[config.mk]
export PLATFORM = sky130hd
export DESIGN_NAME = instrDecodePipe
export DESIGN_NICKNAME = d
export VERILOG_FILES = /design/src/verilog/decodeCtrlPkg.sv /design/src/verilog/rvIsaPkg.sv /design/src/verilog/instrDecodePipe.sv /design/src/verilog/decodeQueue.sv /design/src/verilog/controlGen.sv /design/src/verilog/fieldExtract.sv
export SDC_FILE = /design/constraint.sdc
export NUM_CORES = 1
export LEC_CHECK = 0
export ABC_AREA = 1
export BUFFER_PORTS_ARGS = -buffer_cell sky130_fd_sc_hd__buf_2
export CAP_MARGIN = 20
export CORE_ASPECT_RATIO = 0.75
export CORE_MARGIN = 3
export CORE_UTILIZATION = 25
export DETAILED_ROUTE_END_ITERATION = 16
export PLACE_DENSITY = 0.38
export SYNTH_ARGS = -nofsm -noshare
export SYNTH_HDL_FRONTEND = slang
export SYNTH_SLANG_ARGS = --single-unit
[constraint.sdc]
create_clock -name clk -period 13.5 [get_ports clk]
set_input_delay 0.675 -clock clk [delete_from_list [all_inputs] [get_ports clk]]
set_output_delay 0.675 -clock clk [all_outputs]
set_load 0.03 [all_outputs]
[src/verilog/decodeCtrlPkg.sv]
package decodeCtrlPkg;

    // ALU control, bit 3 is instruction bit 30, low bits are funct3
    localparam int ALU_CTRL_W = 4;
    localparam logic [ALU_CTRL_W-1:0] ALU_ADD  = 4'b0000;
    localparam logic [ALU_CTRL_W-1:0] ALU_SUB  = 4'b1000;
    localparam logic [ALU_CTRL_W-1:0] ALU_SLT  = 4'b0010;
    localparam logic [ALU_CTRL_W-1:0] ALU_SLTU = 4'b0011;

    // immediate select for the sign extend block
    localparam int IMM_SEL_W = 3;
    localparam logic [IMM_SEL_W-1:0] IMM_I = 3'b000;
    localparam logic [IMM_SEL_W-1:0] IMM_U = 3'b001;
    localparam logic [IMM_SEL_W-1:0] IMM_S = 3'b010;
    localparam logic [IMM_SEL_W-1:0] IMM_J = 3'b011;
    localparam logic [IMM_SEL_W-1:0] IMM_L = 3'b100;
    localparam logic [IMM_SEL_W-1:0] IMM_B = 3'b111;

    // raw immediate field, instruction bits 31:7
    localparam int IMM_OP_W = 25;
    localparam int PC_W     = 32;

    // instruction class found in stage 1
    localparam int CLS_W = 4;
    localparam logic [CLS_W-1:0] CLS_NOP    = 4'd0;
    localparam logic [CLS_W-1:0] CLS_REG    = 4'd1;
    localparam logic [CLS_W-1:0] CLS_IMM    = 4'd2;
    localparam logic [CLS_W-1:0] CLS_LOAD   = 4'd3;
    localparam logic [CLS_W-1:0] CLS_STORE  = 4'd4;
    localparam logic [CLS_W-1:0] CLS_JAL    = 4'd5;
    localparam logic [CLS_W-1:0] CLS_LUI    = 4'd6;
    localparam logic [CLS_W-1:0] CLS_AUIPC  = 4'd7;
    localparam logic [CLS_W-1:0] CLS_BRANCH = 4'd8;

    // output queue and its credit counters
    localparam int QUEUE_DEPTH = 4;
    localparam int CREDIT_W    = 3;

endpackage

[src/verilog/rvIsaPkg.sv]
package rvIsaPkg;

    // base integer instruction word
    localparam int INSTR_W    = 32;
    localparam int REG_ADDR_W = 5;
    localparam int OPCODE_W   = 7;
    localparam int FUNCT3_W   = 3;

    // major opcodes kept by the decoder
    localparam logic [OPCODE_W-1:0] OP_REG    = 7'b0110011;
    localparam logic [OPCODE_W-1:0] OP_IMM    = 7'b0010011;
    localparam logic [OPCODE_W-1:0] OP_LOAD   = 7'b0000011;
    localparam logic [OPCODE_W-1:0] OP_STORE  = 7'b0100011;
    localparam logic [OPCODE_W-1:0] OP_JAL    = 7'b1101111;
    localparam logic [OPCODE_W-1:0] OP_LUI    = 7'b0110111;
    localparam logic [OPCODE_W-1:0] OP_AUIPC  = 7'b0010111;
    localparam logic [OPCODE_W-1:0] OP_BRANCH = 7'b1100011;

    // branch conditions in funct3
    // 010 and 011 are not assigned
    localparam logic [FUNCT3_W-1:0] F3_BEQ  = 3'b000;
    localparam logic [FUNCT3_W-1:0] F3_BNE  = 3'b001;
    localparam logic [FUNCT3_W-1:0] F3_BLT  = 3'b100;
    localparam logic [FUNCT3_W-1:0] F3_BGE  = 3'b101;
    localparam logic [FUNCT3_W-1:0] F3_BLTU = 3'b110;
    localparam logic [FUNCT3_W-1:0] F3_BGEU = 3'b111;

    // one instruction word, two readings of the same bits
    typedef union packed {
        // register format, also gives rs1/rs2/funct3 for I, S and B types
        struct packed {
            logic [6:0]            funct7;
            logic [REG_ADDR_W-1:0] rs2;
            logic [REG_ADDR_W-1:0] rs1;
            logic [FUNCT3_W-1:0]   funct3;
            logic [REG_ADDR_W-1:0] rd;
            logic [OPCODE_W-1:0]   opcode;
        } r;
        // upper immediate format
        // upperImm joined to rd is the raw immediate field, bits 31:7
        struct packed {
            logic [INSTR_W-REG_ADDR_W-OPCODE_W-1:0] upperImm;
            logic [REG_ADDR_W-1:0]                  rd;
            logic [OPCODE_W-1:0]                    opcode;
        } u;
    } instrWord_u;

endpackage
[src/verilog/instrDecodePipe.sv]
`timescale 1ns/1ps

module instrDecodePipe (
    input  logic                                 clk,
    input  logic                                 rst,
    input  logic                                 inValid,
    input  rvIsaPkg::instrWord_u                 instruction,
    input  logic [decodeCtrlPkg::PC_W-1:0]       pcNext,
    input  logic                                 zero,
    output logic                                 inCredit,
    input  logic                                 outCredit,
    output logic                                 outValid,
    output logic [decodeCtrlPkg::ALU_CTRL_W-1:0] aluCtrl,
    output logic                                 aluSrc,
    output logic                                 resultSrc,
    output logic [rvIsaPkg::REG_ADDR_W-1:0]      rdAddr1,
    output logic [rvIsaPkg::REG_ADDR_W-1:0]      rdAddr2,
    output logic [rvIsaPkg::REG_ADDR_W-1:0]      wrAddr,
    output logic                                 regWrite,
    output logic                                 memWrite,
    output logic [decodeCtrlPkg::IMM_OP_W-1:0]   immOp,
    output logic [decodeCtrlPkg::IMM_SEL_W-1:0]  immSrc,
    output logic [decodeCtrlPkg::PC_W-1:0]       pc,
    output logic                                 pcSrc
);

    import rvIsaPkg::*;
    import decodeCtrlPkg::*;

    // stage 1 to stage 2
    logic                  s1Valid;
    instrWord_u            s1Instr;
    logic [PC_W-1:0]       s1PcNext;
    logic                  s1Zero;
    logic [CLS_W-1:0]      s1Class;

    // stage 2 to queue
    logic                  s2Valid;
    logic [PC_W-1:0]       s2Pc;
    logic [ALU_CTRL_W-1:0] s2AluCtrl;
    logic                  s2AluSrc;
    logic                  s2ResultSrc;
    logic [REG_ADDR_W-1:0] s2RdAddr1;
    logic [REG_ADDR_W-1:0] s2RdAddr2;
    logic [REG_ADDR_W-1:0] s2WrAddr;
    logic                  s2RegWrite;
    logic                  s2MemWrite;
    logic [IMM_OP_W-1:0]   s2ImmOp;
    logic [IMM_SEL_W-1:0]  s2ImmSrc;
    logic                  s2PcSrc;

    // register and classify
    fieldExtract i_fieldExtract (
        .clk, .rst, .inValid, .instruction, .pcNext, .zero,
        .s1Valid, .s1Instr, .s1PcNext, .s1Zero, .s1Class
    );

    // control word and branch resolve
    controlGen i_controlGen (
        .clk, .rst, .s1Valid, .s1Instr, .s1PcNext, .s1Zero, .s1Class,
        .s2Valid, .s2Pc, .s2AluCtrl, .s2AluSrc, .s2ResultSrc,
        .s2RdAddr1, .s2RdAddr2, .s2WrAddr, .s2RegWrite, .s2MemWrite,
        .s2ImmOp, .s2ImmSrc, .s2PcSrc
    );

    // output queue, credits on both sides
    decodeQueue i_decodeQueue (
        .clk, .rst, .s2Valid, .s2Pc, .s2AluCtrl, .s2AluSrc, .s2ResultSrc,
        .s2RdAddr1, .s2RdAddr2, .s2WrAddr, .s2RegWrite, .s2MemWrite,
        .s2ImmOp, .s2ImmSrc, .s2PcSrc,
        .outCredit, .inCredit, .outValid,
        .aluCtrl, .aluSrc, .resultSrc, .rdAddr1, .rdAddr2, .wrAddr,
        .regWrite, .memWrite, .immOp, .immSrc, .pc, .pcSrc
    );

endmodule

[src/verilog/decodeQueue.sv]
`timescale 1ns/1ps

module decodeQueue (
    input  logic                                 clk,
    input  logic                                 rst,
    input  logic                                 s2Valid,
    input  logic [decodeCtrlPkg::PC_W-1:0]       s2Pc,
    input  logic [decodeCtrlPkg::ALU_CTRL_W-1:0] s2AluCtrl,
    input  logic                                 s2AluSrc,
    input  logic                                 s2ResultSrc,
    input  logic [rvIsaPkg::REG_ADDR_W-1:0]      s2RdAddr1,
    input  logic [rvIsaPkg::REG_ADDR_W-1:0]      s2RdAddr2,
    input  logic [rvIsaPkg::REG_ADDR_W-1:0]      s2WrAddr,
    input  logic                                 s2RegWrite,
    input  logic                                 s2MemWrite,
    input  logic [decodeCtrlPkg::IMM_OP_W-1:0]   s2ImmOp,
    input  logic [decodeCtrlPkg::IMM_SEL_W-1:0]  s2ImmSrc,
    input  logic                                 s2PcSrc,
    input  logic                                 outCredit,
    output logic                                 inCredit,
    output logic                                 outValid,
    output logic [decodeCtrlPkg::ALU_CTRL_W-1:0] aluCtrl,
    output logic                                 aluSrc,
    output logic                                 resultSrc,
    output logic [rvIsaPkg::REG_ADDR_W-1:0]      rdAddr1,
    output logic [rvIsaPkg::REG_ADDR_W-1:0]      rdAddr2,
    output logic [rvIsaPkg::REG_ADDR_W-1:0]      wrAddr,
    output logic                                 regWrite,
    output logic                                 memWrite,
    output logic [decodeCtrlPkg::IMM_OP_W-1:0]   immOp,
    output logic [decodeCtrlPkg::IMM_SEL_W-1:0]  immSrc,
    output logic [decodeCtrlPkg::PC_W-1:0]       pc,
    output logic                                 pcSrc
);

    import rvIsaPkg::*;
    import decodeCtrlPkg::*;

    // all decoded fields of one item, packed side by side
    logic [ALU_CTRL_W+3*REG_ADDR_W+IMM_OP_W+IMM_SEL_W+PC_W+4:0] wrEntry;
    logic [$bits(wrEntry)-1:0]          mem [QUEUE_DEPTH];
    logic [$clog2(QUEUE_DEPTH)-1:0]     wrPtr;
    logic [$clog2(QUEUE_DEPTH)-1:0]     rdPtr;
    // items held, 0 up to QUEUE_DEPTH
    logic [CREDIT_W-1:0]                count;
    // credits granted by the consumer and not yet spent
    logic [CREDIT_W-1:0]                outCredits;
    logic                               pop;

    assign wrEntry = {s2AluCtrl, s2AluSrc, s2ResultSrc, s2RdAddr1, s2RdAddr2, s2WrAddr,
                      s2RegWrite, s2MemWrite, s2ImmOp, s2ImmSrc, s2Pc, s2PcSrc};

    // one item leaves per cycle while both an item and a credit are held
    assign pop      = (count != '0) && (outCredits != '0);
    assign outValid = pop;
    // the freed slot goes straight back to the producer
    assign inCredit = pop;

    // head entry drives the outputs
    assign {aluCtrl, aluSrc, resultSrc, rdAddr1, rdAddr2, wrAddr,
            regWrite, memWrite, immOp, immSrc, pc, pcSrc} = mem[rdPtr];

    // producer credits keep a push from ever landing on a full queue
    always_ff @(posedge clk) begin
        if (s2Valid) begin
            mem[wrPtr] <= wrEntry;
        end
    end

    always_ff @(posedge clk) begin
        if (rst) begin
            wrPtr      <= '0;
            rdPtr      <= '0;
            count      <= '0;
            outCredits <= '0;
        end else begin
            wrPtr      <= wrPtr + $bits(wrPtr)'(s2Valid);
            rdPtr      <= rdPtr + $bits(rdPtr)'(pop);
            count      <= count + CREDIT_W'(s2Valid) - CREDIT_W'(pop);
            outCredits <= outCredits + CREDIT_W'(outCredit) - CREDIT_W'(pop);
        end
    end

endmodule

[src/verilog/controlGen.sv]
`timescale 1ns/1ps

module controlGen (
    input  logic                                 clk,
    input  logic                                 rst,
    input  logic                                 s1Valid,
    input  rvIsaPkg::instrWord_u                 s1Instr,
    input  logic [decodeCtrlPkg::PC_W-1:0]       s1PcNext,
    input  logic                                 s1Zero,
    input  logic [decodeCtrlPkg::CLS_W-1:0]      s1Class,
    output logic                                 s2Valid,
    output logic [decodeCtrlPkg::PC_W-1:0]       s2Pc,
    output logic [decodeCtrlPkg::ALU_CTRL_W-1:0] s2AluCtrl,
    output logic                                 s2AluSrc,
    output logic                                 s2ResultSrc,
    output logic [rvIsaPkg::REG_ADDR_W-1:0]      s2RdAddr1,
    output logic [rvIsaPkg::REG_ADDR_W-1:0]      s2RdAddr2,
    output logic [rvIsaPkg::REG_ADDR_W-1:0]      s2WrAddr,
    output logic                                 s2RegWrite,
    output logic                                 s2MemWrite,
    output logic [decodeCtrlPkg::IMM_OP_W-1:0]   s2ImmOp,
    output logic [decodeCtrlPkg::IMM_SEL_W-1:0]  s2ImmSrc,
    output logic                                 s2PcSrc
);

    import rvIsaPkg::*;
    import decodeCtrlPkg::*;

    always_ff @(posedge clk) begin
        if (rst) begin
            s2Valid <= 1'b0;
        end else begin
            s2Valid <= s1Valid;
        end
    end

    // control word for the class found in stage 1
    always_ff @(posedge clk) begin
        // no-op values, each class overrides what it needs
        s2AluCtrl   <= ALU_ADD;
        s2AluSrc    <= 1'b1;
        s2ResultSrc <= 1'b0;
        s2RdAddr1   <= '0;
        s2RdAddr2   <= '0;
        s2WrAddr    <= '0;
        s2RegWrite  <= 1'b0;
        s2MemWrite  <= 1'b0;
        s2ImmOp     <= '0;
        s2ImmSrc    <= IMM_I;
        s2Pc        <= '0;
        s2PcSrc     <= 1'b0;
        // raw field for the sign extend block, every real class
        if (s1Class != CLS_NOP) begin
            s2ImmOp <= {s1Instr.u.upperImm, s1Instr.u.rd};
        end
        case (s1Class)
            CLS_REG: begin
                s2RdAddr1  <= s1Instr.r.rs1;
                s2RdAddr2  <= s1Instr.r.rs2;
                s2WrAddr   <= s1Instr.r.rd;
                s2RegWrite <= 1'b1;
                s2AluSrc   <= 1'b0;
                // funct7[5] is instruction bit 30
                s2AluCtrl  <= {s1Instr.r.funct7[5], s1Instr.r.funct3};
            end
            CLS_IMM: begin
                s2RdAddr1  <= s1Instr.r.rs1;
                s2WrAddr   <= s1Instr.r.rd;
                s2RegWrite <= 1'b1;
                // bit 30 only picks srai over srli, elsewhere it is immediate data
                s2AluCtrl  <= {(s1Instr.r.funct3 == 3'b101) && s1Instr.r.funct7[5],
                               s1Instr.r.funct3};
            end
            CLS_LOAD: begin
                s2RdAddr1   <= s1Instr.r.rs1;
                s2WrAddr    <= s1Instr.r.rd;
                s2RegWrite  <= 1'b1;
                s2ResultSrc <= 1'b1;
                s2ImmSrc    <= IMM_L;
            end
            CLS_STORE: begin
                // rs1 is the base, rs2 the store data
                s2RdAddr1   <= s1Instr.r.rs1;
                s2RdAddr2   <= s1Instr.r.rs2;
                s2MemWrite  <= 1'b1;
                s2ResultSrc <= 1'b1;
                s2ImmSrc    <= IMM_S;
            end
            CLS_JAL: begin
                s2RdAddr1  <= s1Instr.r.rs1;
                s2WrAddr   <= s1Instr.r.rd;
                s2RegWrite <= 1'b1;
                s2PcSrc    <= 1'b1;
                s2ImmSrc   <= IMM_J;
            end
            CLS_LUI: begin
                // x0 plus the upper immediate
                s2WrAddr   <= s1Instr.u.rd;
                s2RegWrite <= 1'b1;
                s2ImmSrc   <= IMM_U;
            end
            CLS_AUIPC: begin
                s2WrAddr   <= s1Instr.u.rd;
                s2RegWrite <= 1'b1;
                s2ImmSrc   <= IMM_U;
                // pcNext is already one word ahead
                s2Pc       <= s1PcNext - PC_W'(4);
            end
            CLS_BRANCH: begin
                s2RdAddr1 <= s1Instr.r.rs1;
                s2RdAddr2 <= s1Instr.r.rs2;
                s2AluSrc  <= 1'b0;
                s2ImmSrc  <= IMM_B;
                // compare op and taken rule per condition
                // zero carries the result of the compare
                case (s1Instr.r.funct3)
                    F3_BEQ: begin
                        s2AluCtrl <= ALU_SUB;
                        s2PcSrc   <= s1Zero;
                    end
                    F3_BNE: begin
                        s2AluCtrl <= ALU_SUB;
                        s2PcSrc   <= !s1Zero;
                    end
                    F3_BLT: begin
                        s2AluCtrl <= ALU_SLT;
                        s2PcSrc   <= s1Zero;
                    end
                    F3_BGE: begin
                        s2AluCtrl <= ALU_SLT;
                        s2PcSrc   <= !s1Zero;
                    end
                    F3_BLTU: begin
                        s2AluCtrl <= ALU_SLTU;
                        s2PcSrc   <= s1Zero;
                    end
                    default: begin
                        // bgeu, the other codes never reach this stage
                        s2AluCtrl <= ALU_SLTU;
                        s2PcSrc   <= !s1Zero;
                    end
                endcase
            end
            default: begin
                // no-op, defaults stand
            end
        endcase
    end

endmodule

[src/verilog/fieldExtract.sv]
`timescale 1ns/1ps

module fieldExtract (
    input  logic                              clk,
    input  logic                              rst,
    input  logic                              inValid,
    input  rvIsaPkg::instrWord_u              instruction,
    input  logic [decodeCtrlPkg::PC_W-1:0]    pcNext,
    input  logic                              zero,
    output logic                              s1Valid,
    output rvIsaPkg::instrWord_u              s1Instr,
    output logic [decodeCtrlPkg::PC_W-1:0]    s1PcNext,
    output logic                              s1Zero,
    output logic [decodeCtrlPkg::CLS_W-1:0]   s1Class
);

    import rvIsaPkg::*;
    import decodeCtrlPkg::*;

    // class of the incoming word, before the register
    logic [CLS_W-1:0] inClass;

    // opcode lookup
    // anything not listed falls through to the no-op class
    always_comb begin
        inClass = CLS_NOP;
        case (instruction.r.opcode)
            OP_REG:    inClass = CLS_REG;
            OP_IMM:    inClass = CLS_IMM;
            OP_LOAD:   inClass = CLS_LOAD;
            OP_STORE:  inClass = CLS_STORE;
            OP_JAL:    inClass = CLS_JAL;
            OP_LUI:    inClass = CLS_LUI;
            OP_AUIPC:  inClass = CLS_AUIPC;
            OP_BRANCH: begin
                // only the six defined conditions are real branches
                case (instruction.r.funct3)
                    F3_BEQ, F3_BNE, F3_BLT, F3_BGE, F3_BLTU, F3_BGEU: begin
                        inClass = CLS_BRANCH;
                    end
                    default: begin
                        inClass = CLS_NOP;
                    end
                endcase
            end
            default: begin
                inClass = CLS_NOP;
            end
        endcase
    end

    // stage valid
    always_ff @(posedge clk) begin
        if (rst) begin
            s1Valid <= 1'b0;
        end else begin
            s1Valid <= inValid;
        end
    end

    // word, pc and flag travel with the class into stage 2
    always_ff @(posedge clk) begin
        s1Instr  <= instruction;
        s1PcNext <= pcNext;
        s1Zero   <= zero;
        s1Class  <= inClass;
    end

endmodule

Word level (Yosys, flattened, before mapping) --
Memory sizes are Yosys's and may differ from the RTL's. A register that Yosys moved wholly into a read port is not among the register bits. Cells that the tools add are included.
Operators by class: add/sub/neg operators 7, multipliers 0, div/mod/pow operators 0, $lt $le $gt $ge 0, equal/unequal tests 25, shift-type cells 0, mux-type cells 14, bitwise logic cells 0, reduce and logical (&&, ||, !) cells 18
Operators with widths (count):
- $pmux W4 S8 | 1
- $sub A32 B3 Y32 const B | 1
- $eq A3 B3 Y1 const B | 7
- $eq A7 B6 Y1 const B | 3
- $reduce_or A6 Y1 | 3
- $eq A4 B3 Y1 const B | 4
- $pmux W3 S5 | 1
- $eq A7 B5 Y1 const B | 2
- $eq A7 B7 Y1 const B | 2
- $pmux W4 S3 | 1
- $reduce_or A2 Y1 | 5
- $eq A4 B2 Y1 const B | 2
- $pmux W4 S2 | 1
- $eq A7 B2 Y1 const B | 1
- $mux W1 | 7
- $add A3 B1 Y3 | 2
- $eq A3 B1 Y1 const B | 2
- $logic_not A3 Y1 | 2
- $reduce_bool A3 Y1 | 2
- $reduce_or A3 Y1 | 2
- $sub A3 B1 Y3 | 2
- $add A2 B1 Y2 | 2
- $eq A4 B1 Y1 const B | 1
- $eq A4 B4 Y1 const B | 1
- other kinds (6) | 7
Word-level totals: bits in registers 165, latch bits 0, bits in writable memories 336, memory bits (read-only) 0, output and inout bits 86, word-level logic and storage cells 87, memories kept 1
Memories:
- i_decodeQueue.mem | depth 4, width 84, rd ports 1, clocked after Yosys merged registers in 1, wr ports 1, line decodeQueue.sv:41 | logic [$bits(wrEntry)-1:0] mem [QUEUE_DEPTH];

Longest topological paths before layout --
Gate-level depths: netlist of the first run.
depth after elaboration 4, depth in mapped cells 12, depth with buffers taken out 12

Hierarchy --
A second synthesis of the first run with hierarchy kept.
Second synthesis, totals: cells, all modules 1418, area total of the unflattened synthesis 17737.0 µm²
Modules (own cells, without submodules):
- decodeQueue | times used 1, cells an instance 882, area an instance 12987.5 µm², seq. area each 10289.9 µm²
- controlGen | times used 1, cells an instance 432, area an instance 3198.1 µm², seq. area each 1701.6 µm²
- fieldExtract | times used 1, cells an instance 104, area an instance 1551.5 µm², seq. area each 1401.3 µm²

Least setup slack after synthesis of the first run --
No wires, ideal clock.
kind reg2reg, start point register i_decodeQueue.wrPtr[1], end point memory i_decodeQueue.mem[2][0] in the netlist's numbering (enable), arrival time 6.139 ns, required time 12.870 ns, slack 6.731 ns, cell stages (with the launch flop) 3, buffers on the path 0, clock period less this slack 6.769 ns, path through dfxtp_1 > inv_1 > nor3_1
RTL lines:
- start: declaration | line decodeQueue.sv:42 | logic [$clog2(QUEUE_DEPTH)-1:0] wrPtr;
- start signal: assignment | line decodeQueue.sv:77 | wrPtr <= wrPtr + $bits(wrPtr)'(s2Valid);
- end: declaration | line decodeQueue.sv:41
Straight into the memory's write port.

==> out/qor.csv, run 1 <==
stage;metric;value;unit
final_layout;post-route-util;0.304;
min_path;hp-class;input port to register;
cts;cts_buffer_depth;3;
synthesis;synth_top_area_cell;edfxtp_1;
power_and_ir_drop;total_power;4170;uW
floorplan;initial_utilization;0.254;
grt;grt_pass1_vias;10475;
critical_path;startpoint;i_decodeQueue.rdPtr[0];
final_layout;fin_area;20900;sq um
sta;finalCriticalPeriod;3.99;ns
cts;ctsResizeCount;0;
sta;finalHoldViolCount;0;
power_and_ir_drop;power_density;199;nW/um^2
cts;clockRootBuffer;clkbuf_16;
sta;slew_violations;0;
final_layout;area_delta_synth_final;19.7;%
cts;cts_tree;done;
grt;antenna_found_initial;5;
cts;cts.sinks;494;
critical_path;crit_slowest_cell;buf_4;
power_and_ir_drop;p_leak;0.00754;uW
cts;cts_setup_buffers;0;
critical_path;r2r-end;i_decodeQueue.mem[2][50];
critical_path;reg2reg_from;i_decodeQueue.wrPtr[1];
synthesis;yosys.area.top_type_share;0.577;
critical_path;required;12.82;ns
critical_path;critical_path_arrival;3.32;ns
synthesis;synth_cell_types;37;
final_layout;multi_input_area;3530;sq um
floorplan;die_w;311;um
sta;skew;0.0132;ns
outcome;outcome;finished clean;
critical_path;reg2reg_setup_slack;10.99;ns
cts;clk_pin_slew_worst_paths;0.06;ns
drt;routedWlPerCell;18.6;um
floorplan;die_y;235;um
critical_path;cp-start-kind;register;
floorplan;coreArea;68900;sq um
critical_path;crit_fanout;87;
synthesis;syn_inst;1394;
synthesis;synth-edff-count;336;
drt;viasPerCell;4.26;
floorplan;io_pins;155;
min_path;whs_path_depth;1;
critical_path;worstSetupPathType;register to output pin;
sta;rsz0062_at_grt;no;
drt;num_vias;10798;
drt;antenna_left;0;
synthesis;synth.net_count;1469;
critical_path;crit_chain;inv_6, buf_4, nor2_1, o22ai_1, buf_2;
synthesis;ys_ff_latch;494;
run;drv_cap;0;
grt;grt_usage;0.127;
sta;fmax;250;MHz
synthesis;ys_seq_area_frac;0.758;
cts;ctsHoldBuffers;0;
synthesis;synth_area;17500;sq um
floorplan;dieArea;73200;sq um
critical_path;end_kind;output pin;
critical_path;critPathBufInv;3;
final_layout;finalNetCount;1631;
min_path;hold_end;i_fieldExtract.s1Instr[20];
critical_path;worst-r2r-cell-count;4;
synthesis;synth_flop_cell;edfxtp_1;
placed_design;dp_cells;2436;
cts;clk_latency;0.59;ns
sta;max-slew-margin-rel;0.355;
placed_design;place_hpwl;28400;um
critical_path;crit_path_max_incr_delay;0.85;ns
floorplan;rows;83;
sta;worst_pin_slew;0.967;ns
synthesis;syn_avg_cell_area;12.5;sq um
grt;grt_max_degree;88;
final_layout;register_area;13300;sq um
drt;drc_errors;0;
drt;drt-pass1-iter-count;5;
sta;fin_crit_sh;0.296;
critical_path;cp_top_family;buffers and inverters;
grt;grt_pass1_wl;70700;um
synthesis;synth_async_sr_flop_share;0;
drt;routed_wl;47300;um
cts;ctsHtreeMaxLevel;2;
grt;overflow;0;
placed_design;placed_area;19200;sq um
placed_design;portBuffers;154;
cts;cts_buffers;53;
synthesis;yosysWarningCount;0;
synthesis;synth.area.top_cells;edfxtp_1 58%, dfxtp_1 18%, nor2_1 6.3%, o21ai_0 5.1%, o22ai_1 3.0%;
drt;drt-initial-drc-count;639;
sta;fin_setup_tns;0;ns
power_and_ir_drop;peakVddDrop;0.0000750;V
sta;setup_viol;0;
placed_design;gp_congestion;0.824;
final_layout;fill_cells;7039;
final_layout;finalNonFillerCells;2536;
final_layout;drive_gt1_frac;0.176;
min_path;hp-start;instruction[20];
-- layer usage --
metal / vias to the layer above / global-route usage / part of all wire
met1: 5311 / 0.189 / 0.49
met5: - / 0 / 0.00049
met2: 216 / 0.188 / 0.44
li1: 5197 / - / -
met4: 4 / 0.0335 / 0.020
met3: 70 / 0.0265 / 0.049
-- registers in the layout (all words and copies together) (netlist names), 2 cells and up --
register / count
i_controlGen.s2WrAddr: 5
i_fieldExtract.s1Class: 4
i_controlGen.s2ImmOp: 25
i_decodeQueue.outCredits: 3
i_decodeQueue.mem: 336
i_controlGen.s2RdAddr1: 5
i_controlGen.s2ImmSrc: 3
i_decodeQueue.rdPtr: 2
i_controlGen.s2AluCtrl: 4
i_fieldExtract.s1PcNext: 32
i_controlGen.s2RdAddr2: 5
i_decodeQueue.wrPtr: 2
i_decodeQueue.count: 3
i_controlGen.s2Pc: 32
i_fieldExtract.s1Instr: 25
-- placed cells by master, fill, tap and decap left out, drive strengths merged, types with 3 or more instances in the layout --
cell    Yosys  final
edfxtp    336    336
o22ai      85     85
nor3        9      9
nand3      20     20
nor2      303    303
a21oi      20     20
inv        96    101
clkinv      0     13
clkbuf     37     77
ha          4      4
dfxtp     158    158
xor2        4      4
nand2      99     99
o21ai     183    183
buf        24    168
xnor2       3      3
-- how the worst max path moves through the flow --
stage / endpoint / slack [ns] / cells after the start
floorplan: i_decodeQueue.mem[2][0] / 6.73 / 2
global placement: aluCtrl[0] / 10.06 / 5
detailed placement: immOp[7] / 10.03 / 5
CTS: immOp[7] / 9.39 / 5
global route: immOp[6] / 9.26 / 5
finish: immOp[7] / 9.51 / 5
-- cells in the mapped netlist (7+ instances only) --
cell type,n
o21ai_0,178
clkbuf_1,37
o22ai_1,85
a21oi_1,20
nor2_1,295
dfxtp_1,158
edfxtp_1,336
nand3_1,16
inv_1,92
buf_6,12
buf_4,7
nand2_1,96
-- stage by stage --
step	setup WS, ns	hold WS [ns]
finish	9.51	0.186
global route	9.26	0.145
CTS	9.39	0.133
detailed placement	10.03	0.395
global placement	10.06	0.403
floorplan	6.73	0.388
-- where the power goes --
| part | internal [uW] | switching [uW] |
|---|---|---|
| sequential | 1640 | 37.2 |
| clock | 831 | 597 |
| combinational | 255 | 810 |
| total | 2730 | 1440 |
-- cells by family after synthesis --
group,share of synthesized area
compound gates,0.0906
xor+xnor,0.00351
fa+ha+maj,0.00515
buf+inv,0.0410
flops,0.758
simple gates,0.101
-- worst register-to-register path: stages, from the launching register on --
cell	delay, ns
dfxtp_1	0.43
inv_1	0.11
nor3_2	0.16
buf_4	0.51
buf_4	0.88
-- final cells by class --
cell class,count,share of cell area
inverters,96,0.0175
well taps,935,0.0559
clock buffers,77,0.0735
multi-input cells,743,0.169
clock inverters,22,0.00885
diodes,1,0.000120
repair buffers,168,0.0419
flip-flops and latches,494,0.634
No activity file was read; power rests on OpenSTA's default activity.
==> run 2: changes to the inputs <==
- ABC_AREA: 1 -> 0
- clock period: 13.5 -> 3.7 ns (I/O delays scaled with it)
==> out/qor.csv, run 2 <==
stage;metric;value;unit;change
outcome;outcome;finished clean;;unchanged
power_and_ir_drop;peakVddDrop;0.000310;V;was 0.0000750 V
sta;fin_setup_tns;0;ns;unchanged
synthesis;synth.net_count;956;;was 1469
critical_path;worstSetupPathType;register to output pin;;unchanged
floorplan;coreArea;67000;sq um;was 68900 sq um
grt;grt_usage;0.111;;was 0.127
cts;cts_tree;done;;unchanged
sta;rsz0062_at_grt;no;;unchanged
floorplan;die_y;232;um;was 235 um
final_layout;drive_gt1_frac;0.296;;was 0.176
cts;ctsResizeCount;0;;unchanged
grt;grt.busiest_layer;met2;;was met1
synthesis;ys_ff_latch;494;;unchanged
synthesis;synth_commonest_cells;336 x edfxtp_1, 158 x dfxtp_1, 84 x mux4_2, 41 x nor2b_1, 33 x nor2_1;;was 336 x edfxtp_1, 295 x nor2_1, 178 x o21ai_0, 158 x dfxtp_1, 96 x nand2_1
critical_path;reg2reg_from;i_fieldExtract.s1PcNext[17];;was i_decodeQueue.wrPtr[1]
critical_path;end_kind;output pin;;unchanged
cts;cts_buffer_depth;3;;unchanged
critical_path;reg2reg_setup_slack;1.31;ns;was 10.99 ns
synthesis;syn_inst;881;;was 1394
floorplan;io_pins;155;;unchanged
final_layout;fill_cells;6476;;was 7039
floorplan;initial_utilization;0.253;;was 0.254
final_layout;final_common_cell;edfxtp_1;;unchanged
critical_path;cp-start-kind;register;;unchanged
drt;routed_wl;39300;um;was 47300 um
critical_path;crit_fanout;21;;was 87
drt;viasPerCell;4.16;;was 4.26
sta;fin_crit_sh;0.736;;
critical_path;required;3.51;ns;was 12.82 ns
synthesis;synth_async_sr_flop_share;0;;unchanged
sta;fmax;367;MHz;
final_layout;finalNetCount;1211;;was 1631
final_layout;largest_reg_flops;336;;unchanged
drt;num_vias;8574;;was 10798
placed_design;portBuffers;154;;unchanged
critical_path;startpoint;i_decodeQueue.rdPtr[0];;unchanged
critical_path;worst-r2r-cell-count;4;;unchanged
critical_path;critical_path_arrival;2.54;ns;was 3.32 ns
power_and_ir_drop;p_leak;0.00734;uW;was 0.00754 uW
min_path;hp-class;input port to register;;unchanged
synthesis;yosysWarningCount;0;;unchanged
cts;clk_latency;0.59;ns;about the same
final_layout;register_area;13300;sq um;about the same
power_and_ir_drop;power_density;637;nW/um^2;was 199 nW/um^2
power_and_ir_drop;total_power;13600;uW;was 4170 uW
final_layout;final_cell_mix;336 x edfxtp_1, 156 x dfxtp_1, 154 x buf_2, 84 x mux4_2, 71 x dlygate4sd3_1;;was 336 x edfxtp_1, 295 x nor2_1, 178 x o21ai_0, 156 x dfxtp_1, 154 x buf_2
cts;clockRootBuffer;clkbuf_16;;unchanged
final_layout;finalNonFillerCells;2061;;was 2536
min_path;whs_path_depth;4;;was 1
synthesis;ys_seq_area_frac;0.781;;was 0.758
sta;setup_viol;0;;unchanged
grt;grtUsageMet1;0.150;;was 0.189
grt;met2_usage;0.182;;was 0.188
synthesis;synth_cell_types;50;;was 37
cts;cts.sinks;494;;unchanged
cts;cts_buffers;51;;was 53
grt;met3_usage;0.0239;;was 0.0265
synthesis;syn_avg_cell_area;19.3;sq um;was 12.5 sq um
drt;drt-initial-drc-count;398;;was 639
critical_path;endpoint;pc[18];;was immOp[7]
drt;antenna_left;0;;unchanged
grt;grt_pass1_wl;59100;um;was 70700 um
grt;grt_pass1_vias;9105;;was 10475
synthesis;yosys.area.top_type_share;0.594;;was 0.577
floorplan;dieArea;71100;sq um;was 73200 sq um
synthesis;yosys.cell_count.top_type;edfxtp_1;;unchanged
sta;skew;0.0174;ns;was 0.0132 ns
synthesis;synth_area;17000;sq um;was 17500 sq um
synthesis;synthAdderAreaFrac;0.00531;;was 0.00515
synthesis;synth-compound-area-share;0.0204;;was 0.0906
synthesis;synth-xor-area-share;0.00877;;was 0.00351
synthesis;synth-edff-count;336;;unchanged
run;drv_cap;0;;unchanged
synthesis;synth_top_family_by_area;multiplexers;;was simple AND/OR/NAND/NOR gates
floorplan;die_w;307;um;was 311 um
drt;routedWlPerCell;19.1;um;was 18.6 um
grt;grt_max_degree;85;;was 88
sta;worst_pin_slew;0.928;ns;was 0.967 ns
final_layout;area_delta_synth_final;25.9;%;was 19.7%
drt;drt-pass1-iter-count;4;;was 5
sta;max-slew-margin-rel;0.379;;was 0.355
cts;ctsHtreeMaxLevel;2;;unchanged
cts;ctsHoldBuffers;71;;was 0
floorplan;rows;82;;was 83
grt;overflow;0;;unchanged
placed_design;dp_cells;1894;;was 2436
grt;antenna_found_initial;1;;was 5
final_layout;reg_top3;i_decodeQueue.mem: 336 flops, i_controlGen.s2Pc: 32 flops, i_fieldExtract.s1PcNext: 32 flops;;unchanged
cts;cts_setup_buffers;0;;unchanged
critical_path;r2r-end;i_controlGen.s2Pc[25];;was i_decodeQueue.mem[2][50]
synthesis;yosys.area_share.simple;0.0611;;was 0.101
placed_design;gp_congestion;0.709;;was 0.824
final_layout;regMostFlops;i_decodeQueue.mem;;unchanged
synthesis;synth_flop_cell;edfxtp_1;;unchanged
final_layout;multi_input_area;3590;sq um;was 3530 sq um
synthesis;synth.area.top_cells;edfxtp_1 59%, dfxtp_1 19%, mux4_2 11%, nor2b_1 1.5%, a21oi_1 0.80%;;was edfxtp_1 58%, dfxtp_1 18%, nor2_1 6.3%, o21ai_0 5.1%, o22ai_1 3.0%
synthesis;synth_top_area_cell;edfxtp_1;;unchanged
sta;slew_violations;0;;unchanged
synthesis;muxShareOfSynthArea;0.114;;was 0
cts;clk_pin_slew_worst_paths;0.06;ns;about the same
placed_design;place_hpwl;22800;um;was 28400 um
sta;finalCriticalPeriod;2.72;ns;
drt;drc_errors;0;;unchanged
sta;finalHoldViolCount;0;;unchanged
run 2: cell types whose count changed in the layout (fill, tap and decap cells not counted), moves of 71 or more:
cell,delta
mux4_2,+84
dlygate4sd3_1,+71
o21ai_0,-169
nand2_1,-77
inv_1,-83
o22ai_1,-83
nor2_1,-263
run 2: power by group:
group | switching [uW] | total [uW] | leakage, uW | internal, uW
registers | 144 | 6110 | 0.00439 | 5960
logic | 1270 | 2160 | 0.00210 | 884
clock network | 2130 | 5340 | 0.000854 | 3210
total | 3540 | 13600 | 0.00734 | 10100
run 2: cell type report:
class	count	area share
antenna	1	0.000117
tap	882	0.0516
sequential	494	0.620
inverter	8	0.00140
clock buffer	72	0.0674
clock inverter	23	0.0144
multi-input combinational	345	0.168
timing repair buffer	236	0.0767
run 2: per-stage QoR:
step | util | hold slack, ns | setup slack [ns] | instance area (sq um)
after detailed placement | 0.282 | 0.289 | 1.32 | 18900
after global routing | 0.319 | 0.0440 | 0.774 | 21400
after global placement | 0.282 | 0.287 | 1.35 | 18900
after CTS | 0.319 | 0.0161 | 0.843 | 21400
after floorplan | - | 0.213 | 0.596 | 17000
final | 0.319 | 0.0604 | 0.977 | 21400
run 2: cells by family after synthesis:
group,count (synthesis)
flip-flops,494
AND/OR/NAND/NOR,177
multiplexers,88
AO/OA/AOI/OAI,57
buffers and inverters,42
XOR/XNOR,17
adder cells (fa/ha/maj),6
run 2: worst min path at each step:
stage                                from                           to  slack [ns]
final                      instruction[5]    i_fieldExtract.s1Class[0]        0.06
after global routing       instruction[5]    i_fieldExtract.s1Class[0]        0.04
after CTS                  instruction[5]    i_fieldExtract.s1Class[0]        0.02
after detailed placement  instruction[28]   i_fieldExtract.s1Instr[28]        0.29
after global placement         pcNext[25]  i_fieldExtract.s1PcNext[25]        0.29
after floorplan           instruction[10]   i_fieldExtract.s1Instr[10]        0.21
run 2: critical path, cell delays in order, from the launching register on:
cell and delay [ns]:
dfxtp_4 0.64, buf_4 0.49, mux4_2 0.61, buf_2 0.20
run 2: layer usage:
layer | routed length [um] | vias up
met4 | 814 | 0
met1 | 18200 | 4377
met2 | 18600 | 167
met5 | 0 | -
li1 | - | 3962
met3 | 1680 | 68
==> run 3: changes to the inputs <==
- PLACE_DENSITY: 0.38 -> 0.4
- clock period: 3.7 -> 2.3 ns (I/O delays scaled with it)
==> out/qor.csv, run 3 (synthesized netlist as in run 2, its figures left out) <==
stage;metric;value;unit;change
cts;ctsResizeCount;0;;unchanged
critical_path;end_kind;output pin;;unchanged
sta;finalCriticalPeriod;2.17;ns;
floorplan;coreArea;67000;sq um;unchanged
sta;setup_viol;0;;unchanged
min_path;hp-class;input port to register;;unchanged
placed_design;gp_congestion;0.750;;was 0.709
power_and_ir_drop;power_density;1010;nW/um^2;was 637 nW/um^2
floorplan;io_pins;155;;unchanged
cts;clk_pin_slew_worst_paths;0.06;ns;about the same
power_and_ir_drop;peakVddDrop;0.000508;V;was 0.000310 V
final_layout;fin_area;21800;sq um;was 21400 sq um
grt;grt.busiest_layer;met2;;unchanged
power_and_ir_drop;clockPowerShare;0.377;;was 0.392
cts;cts_buffer_depth;3;;unchanged
power_and_ir_drop;p_leak;0.00757;uW;was 0.00734 uW
sta;skew;0.0188;ns;was 0.0174 ns
power_and_ir_drop;swShare;0.262;;was 0.261
floorplan;die_w;307;um;unchanged
sta;setup_slack;0.133;ns;was 0.977 ns
drt;routed_wl;39500;um;was 39300 um
critical_path;required;2.18;ns;was 3.51 ns
sta;fin_crit_sh;0.942;;
final_layout;post-route-util;0.326;;was 0.319
power_and_ir_drop;power_frac_seq;0.443;;was 0.449
sta;slew_violations;0;;unchanged
critical_path;cp-start-kind;register;;unchanged
drt;routedWlPerCell;18.8;um;was 19.1 um
grt;met2_usage;0.180;;was 0.182
power_and_ir_drop;p_sw;5760;uW;was 3540 uW
final_layout;regMostFlops;i_decodeQueue.mem;;unchanged
power_and_ir_drop;combPwrFrac;0.180;;was 0.159
placed_design;placed_area;19400;sq um;was 18900 sq um
critical_path;worstSetupPathType;register to output pin;;unchanged
critical_path;crit_fanout;35;;was 21
grt;overflow;0;;unchanged
final_layout;largest_reg_flops;336;;unchanged
placed_design;portBuffers;154;;unchanged
critical_path;worst-r2r-cell-count;5;;was 4
grt;grt_usage;0.112;;was 0.111
critical_path;critical_path_arrival;2.05;ns;was 2.54 ns
cts;cts_buffers;50;;was 51
sta;max-slew-margin-rel;0.553;;was 0.379
grt;grt_pass1_vias;9247;;was 9105
final_layout;finalNetCount;1247;;was 1211
power_and_ir_drop;p_int;16200;uW;was 10100 uW
drt;drc_errors;0;;unchanged
sta;finalHoldViolCount;0;;unchanged
grt;grt_max_degree;36;;was 85
min_path;whs_path_depth;2;;was 4
grt;grtUsageMet1;0.153;;was 0.150
grt;met3_usage;0.0262;;was 0.0239
floorplan;die_y;232;um;unchanged
sta;fmax;461;MHz;
final_layout;final_cell_mix;336 x edfxtp_1, 154 x dfxtp_1, 154 x buf_2, 84 x mux4_2, 71 x dlygate4sd3_1;;was 336 x edfxtp_1, 156 x dfxtp_1, 154 x buf_2, 84 x mux4_2, 71 x dlygate4sd3_1
cts;cts_tree;done;;unchanged
final_layout;fill_cells;6474;;was 6476
final_layout;reg_top3;i_decodeQueue.mem: 336 flops, i_controlGen.s2Pc: 32 flops, i_fieldExtract.s1PcNext: 32 flops;;unchanged
final_layout;drive_gt1_frac;0.322;;was 0.296
drt;num_vias;8685;;was 8574
sta;rsz0062_at_grt;no;;unchanged
cts;clk_latency;0.59;ns;about the same
cts;cts.sinks;494;;unchanged
cts;ctsHtreeMaxLevel;2;;unchanged
outcome;outcome;finished clean;;unchanged
drt;viasPerCell;4.15;;was 4.16
floorplan;dieArea;71100;sq um;unchanged
final_layout;antenna_cells;0;;was 1
grt;antenna_found_initial;0;;was 1
drt;antenna_left;0;;unchanged
floorplan;rows;82;;unchanged
grt;grt_pass1_wl;59800;um;was 59100 um
power_and_ir_drop;total_power;22000;uW;was 13600 uW
final_layout;area_delta_synth_final;28.7;%;was 25.9%
sta;worst_pin_slew;0.669;ns;was 0.928 ns
placed_design;place_hpwl;25100;um;was 22800 um
drt;drt-pass1-iter-count;4;;unchanged
run;drv_cap;0;;unchanged
placed_design;dp_slack;0.288;ns;was 1.32 ns
floorplan;initial_utilization;0.253;;unchanged
drt;drt-initial-drc-count;482;;was 398
final_layout;final_common_cell;edfxtp_1;;unchanged
cts;clockRootBuffer;clkbuf_16;;unchanged
[run 3: cell count changes in the layout (fill, tap and decap cells not counted), sizes merged]
cell	delta
inv	-2
buf	+37
clkinv	+3
diode	-1
bufinv	-1
clkinvlp	+2
clkbuf	-4
[run 3: cell type report]
type | instances | area (sq um) | share of cell area
clock inverters | 25 | 303 | 0.0139
multi-input cells | 345 | 3590 | 0.164
flip-flops and latches | 494 | 13300 | 0.607
repair buffers | 273 | 2160 | 0.0990
clock buffers | 68 | 1390 | 0.0636
inverters | 8 | 30.0 | 0.00138
well taps | 882 | 1100 | 0.0505
[run 3: what timing repair did]
item,4_1_cts,5_1_grt
endpoints found under the hold margin,74,0
hold buffers,71,0
setup buffers,4,0
setup endpoints to repair,79,0
[run 3: final timing paths]
path | to | start | slack (ns)
worst min-delay path | i_fieldExtract.s1PcNext[10] | pcNext[10] | 0.16
worst max register to register | i_controlGen.s2Pc[25] | i_fieldExtract.s1PcNext[17] | 0.26
worst max-delay path | pc[16] | i_decodeQueue.rdPtr[1] | 0.13
worst min register to register | i_controlGen.s2Pc[0] | i_fieldExtract.s1PcNext[0] | 0.43
[run 3: metrics by stage]
step | instances | TNS (ns) | hold WS [ns]
after detailed placement | 1927 | 0 | 0.219
after global placement | 1927 | 0 | 0.218
after global routing | 2095 | 0 | 0.118
final | 2095 | 0 | 0.157
after floorplan | 881 | -54.79 | 0.143
after CTS | 2095 | 0 | 0.107
[run 3: per-layer routing]
metal,part of all wire,up-vias,routed length (um)
met4,0.018,0,691
met5,0,-,0
met1,0.46,4416,18300
met2,0.47,182,18400
met3,0.052,58,2040
li1,-,4029,-
[run 3: worst max-delay path: stages, from the launching register on]
cell and delay, ns:
dfxtp_4 0.52, buf_12 0.28, mux4_2 0.41, buf_2 0.21
[run 3: power groups by stage]
stage          combinational [uW]  sequential (uW)  clock, uW
4_1_cts                      4110             9750       8630
3_3_place_gp                 3790            10000          0
3_5_place_dp                 3790            10100          0
5_1_grt                      4270             9770       9020
2_1_floorplan                2590             9860          0
6_report                     3960             9750       8300
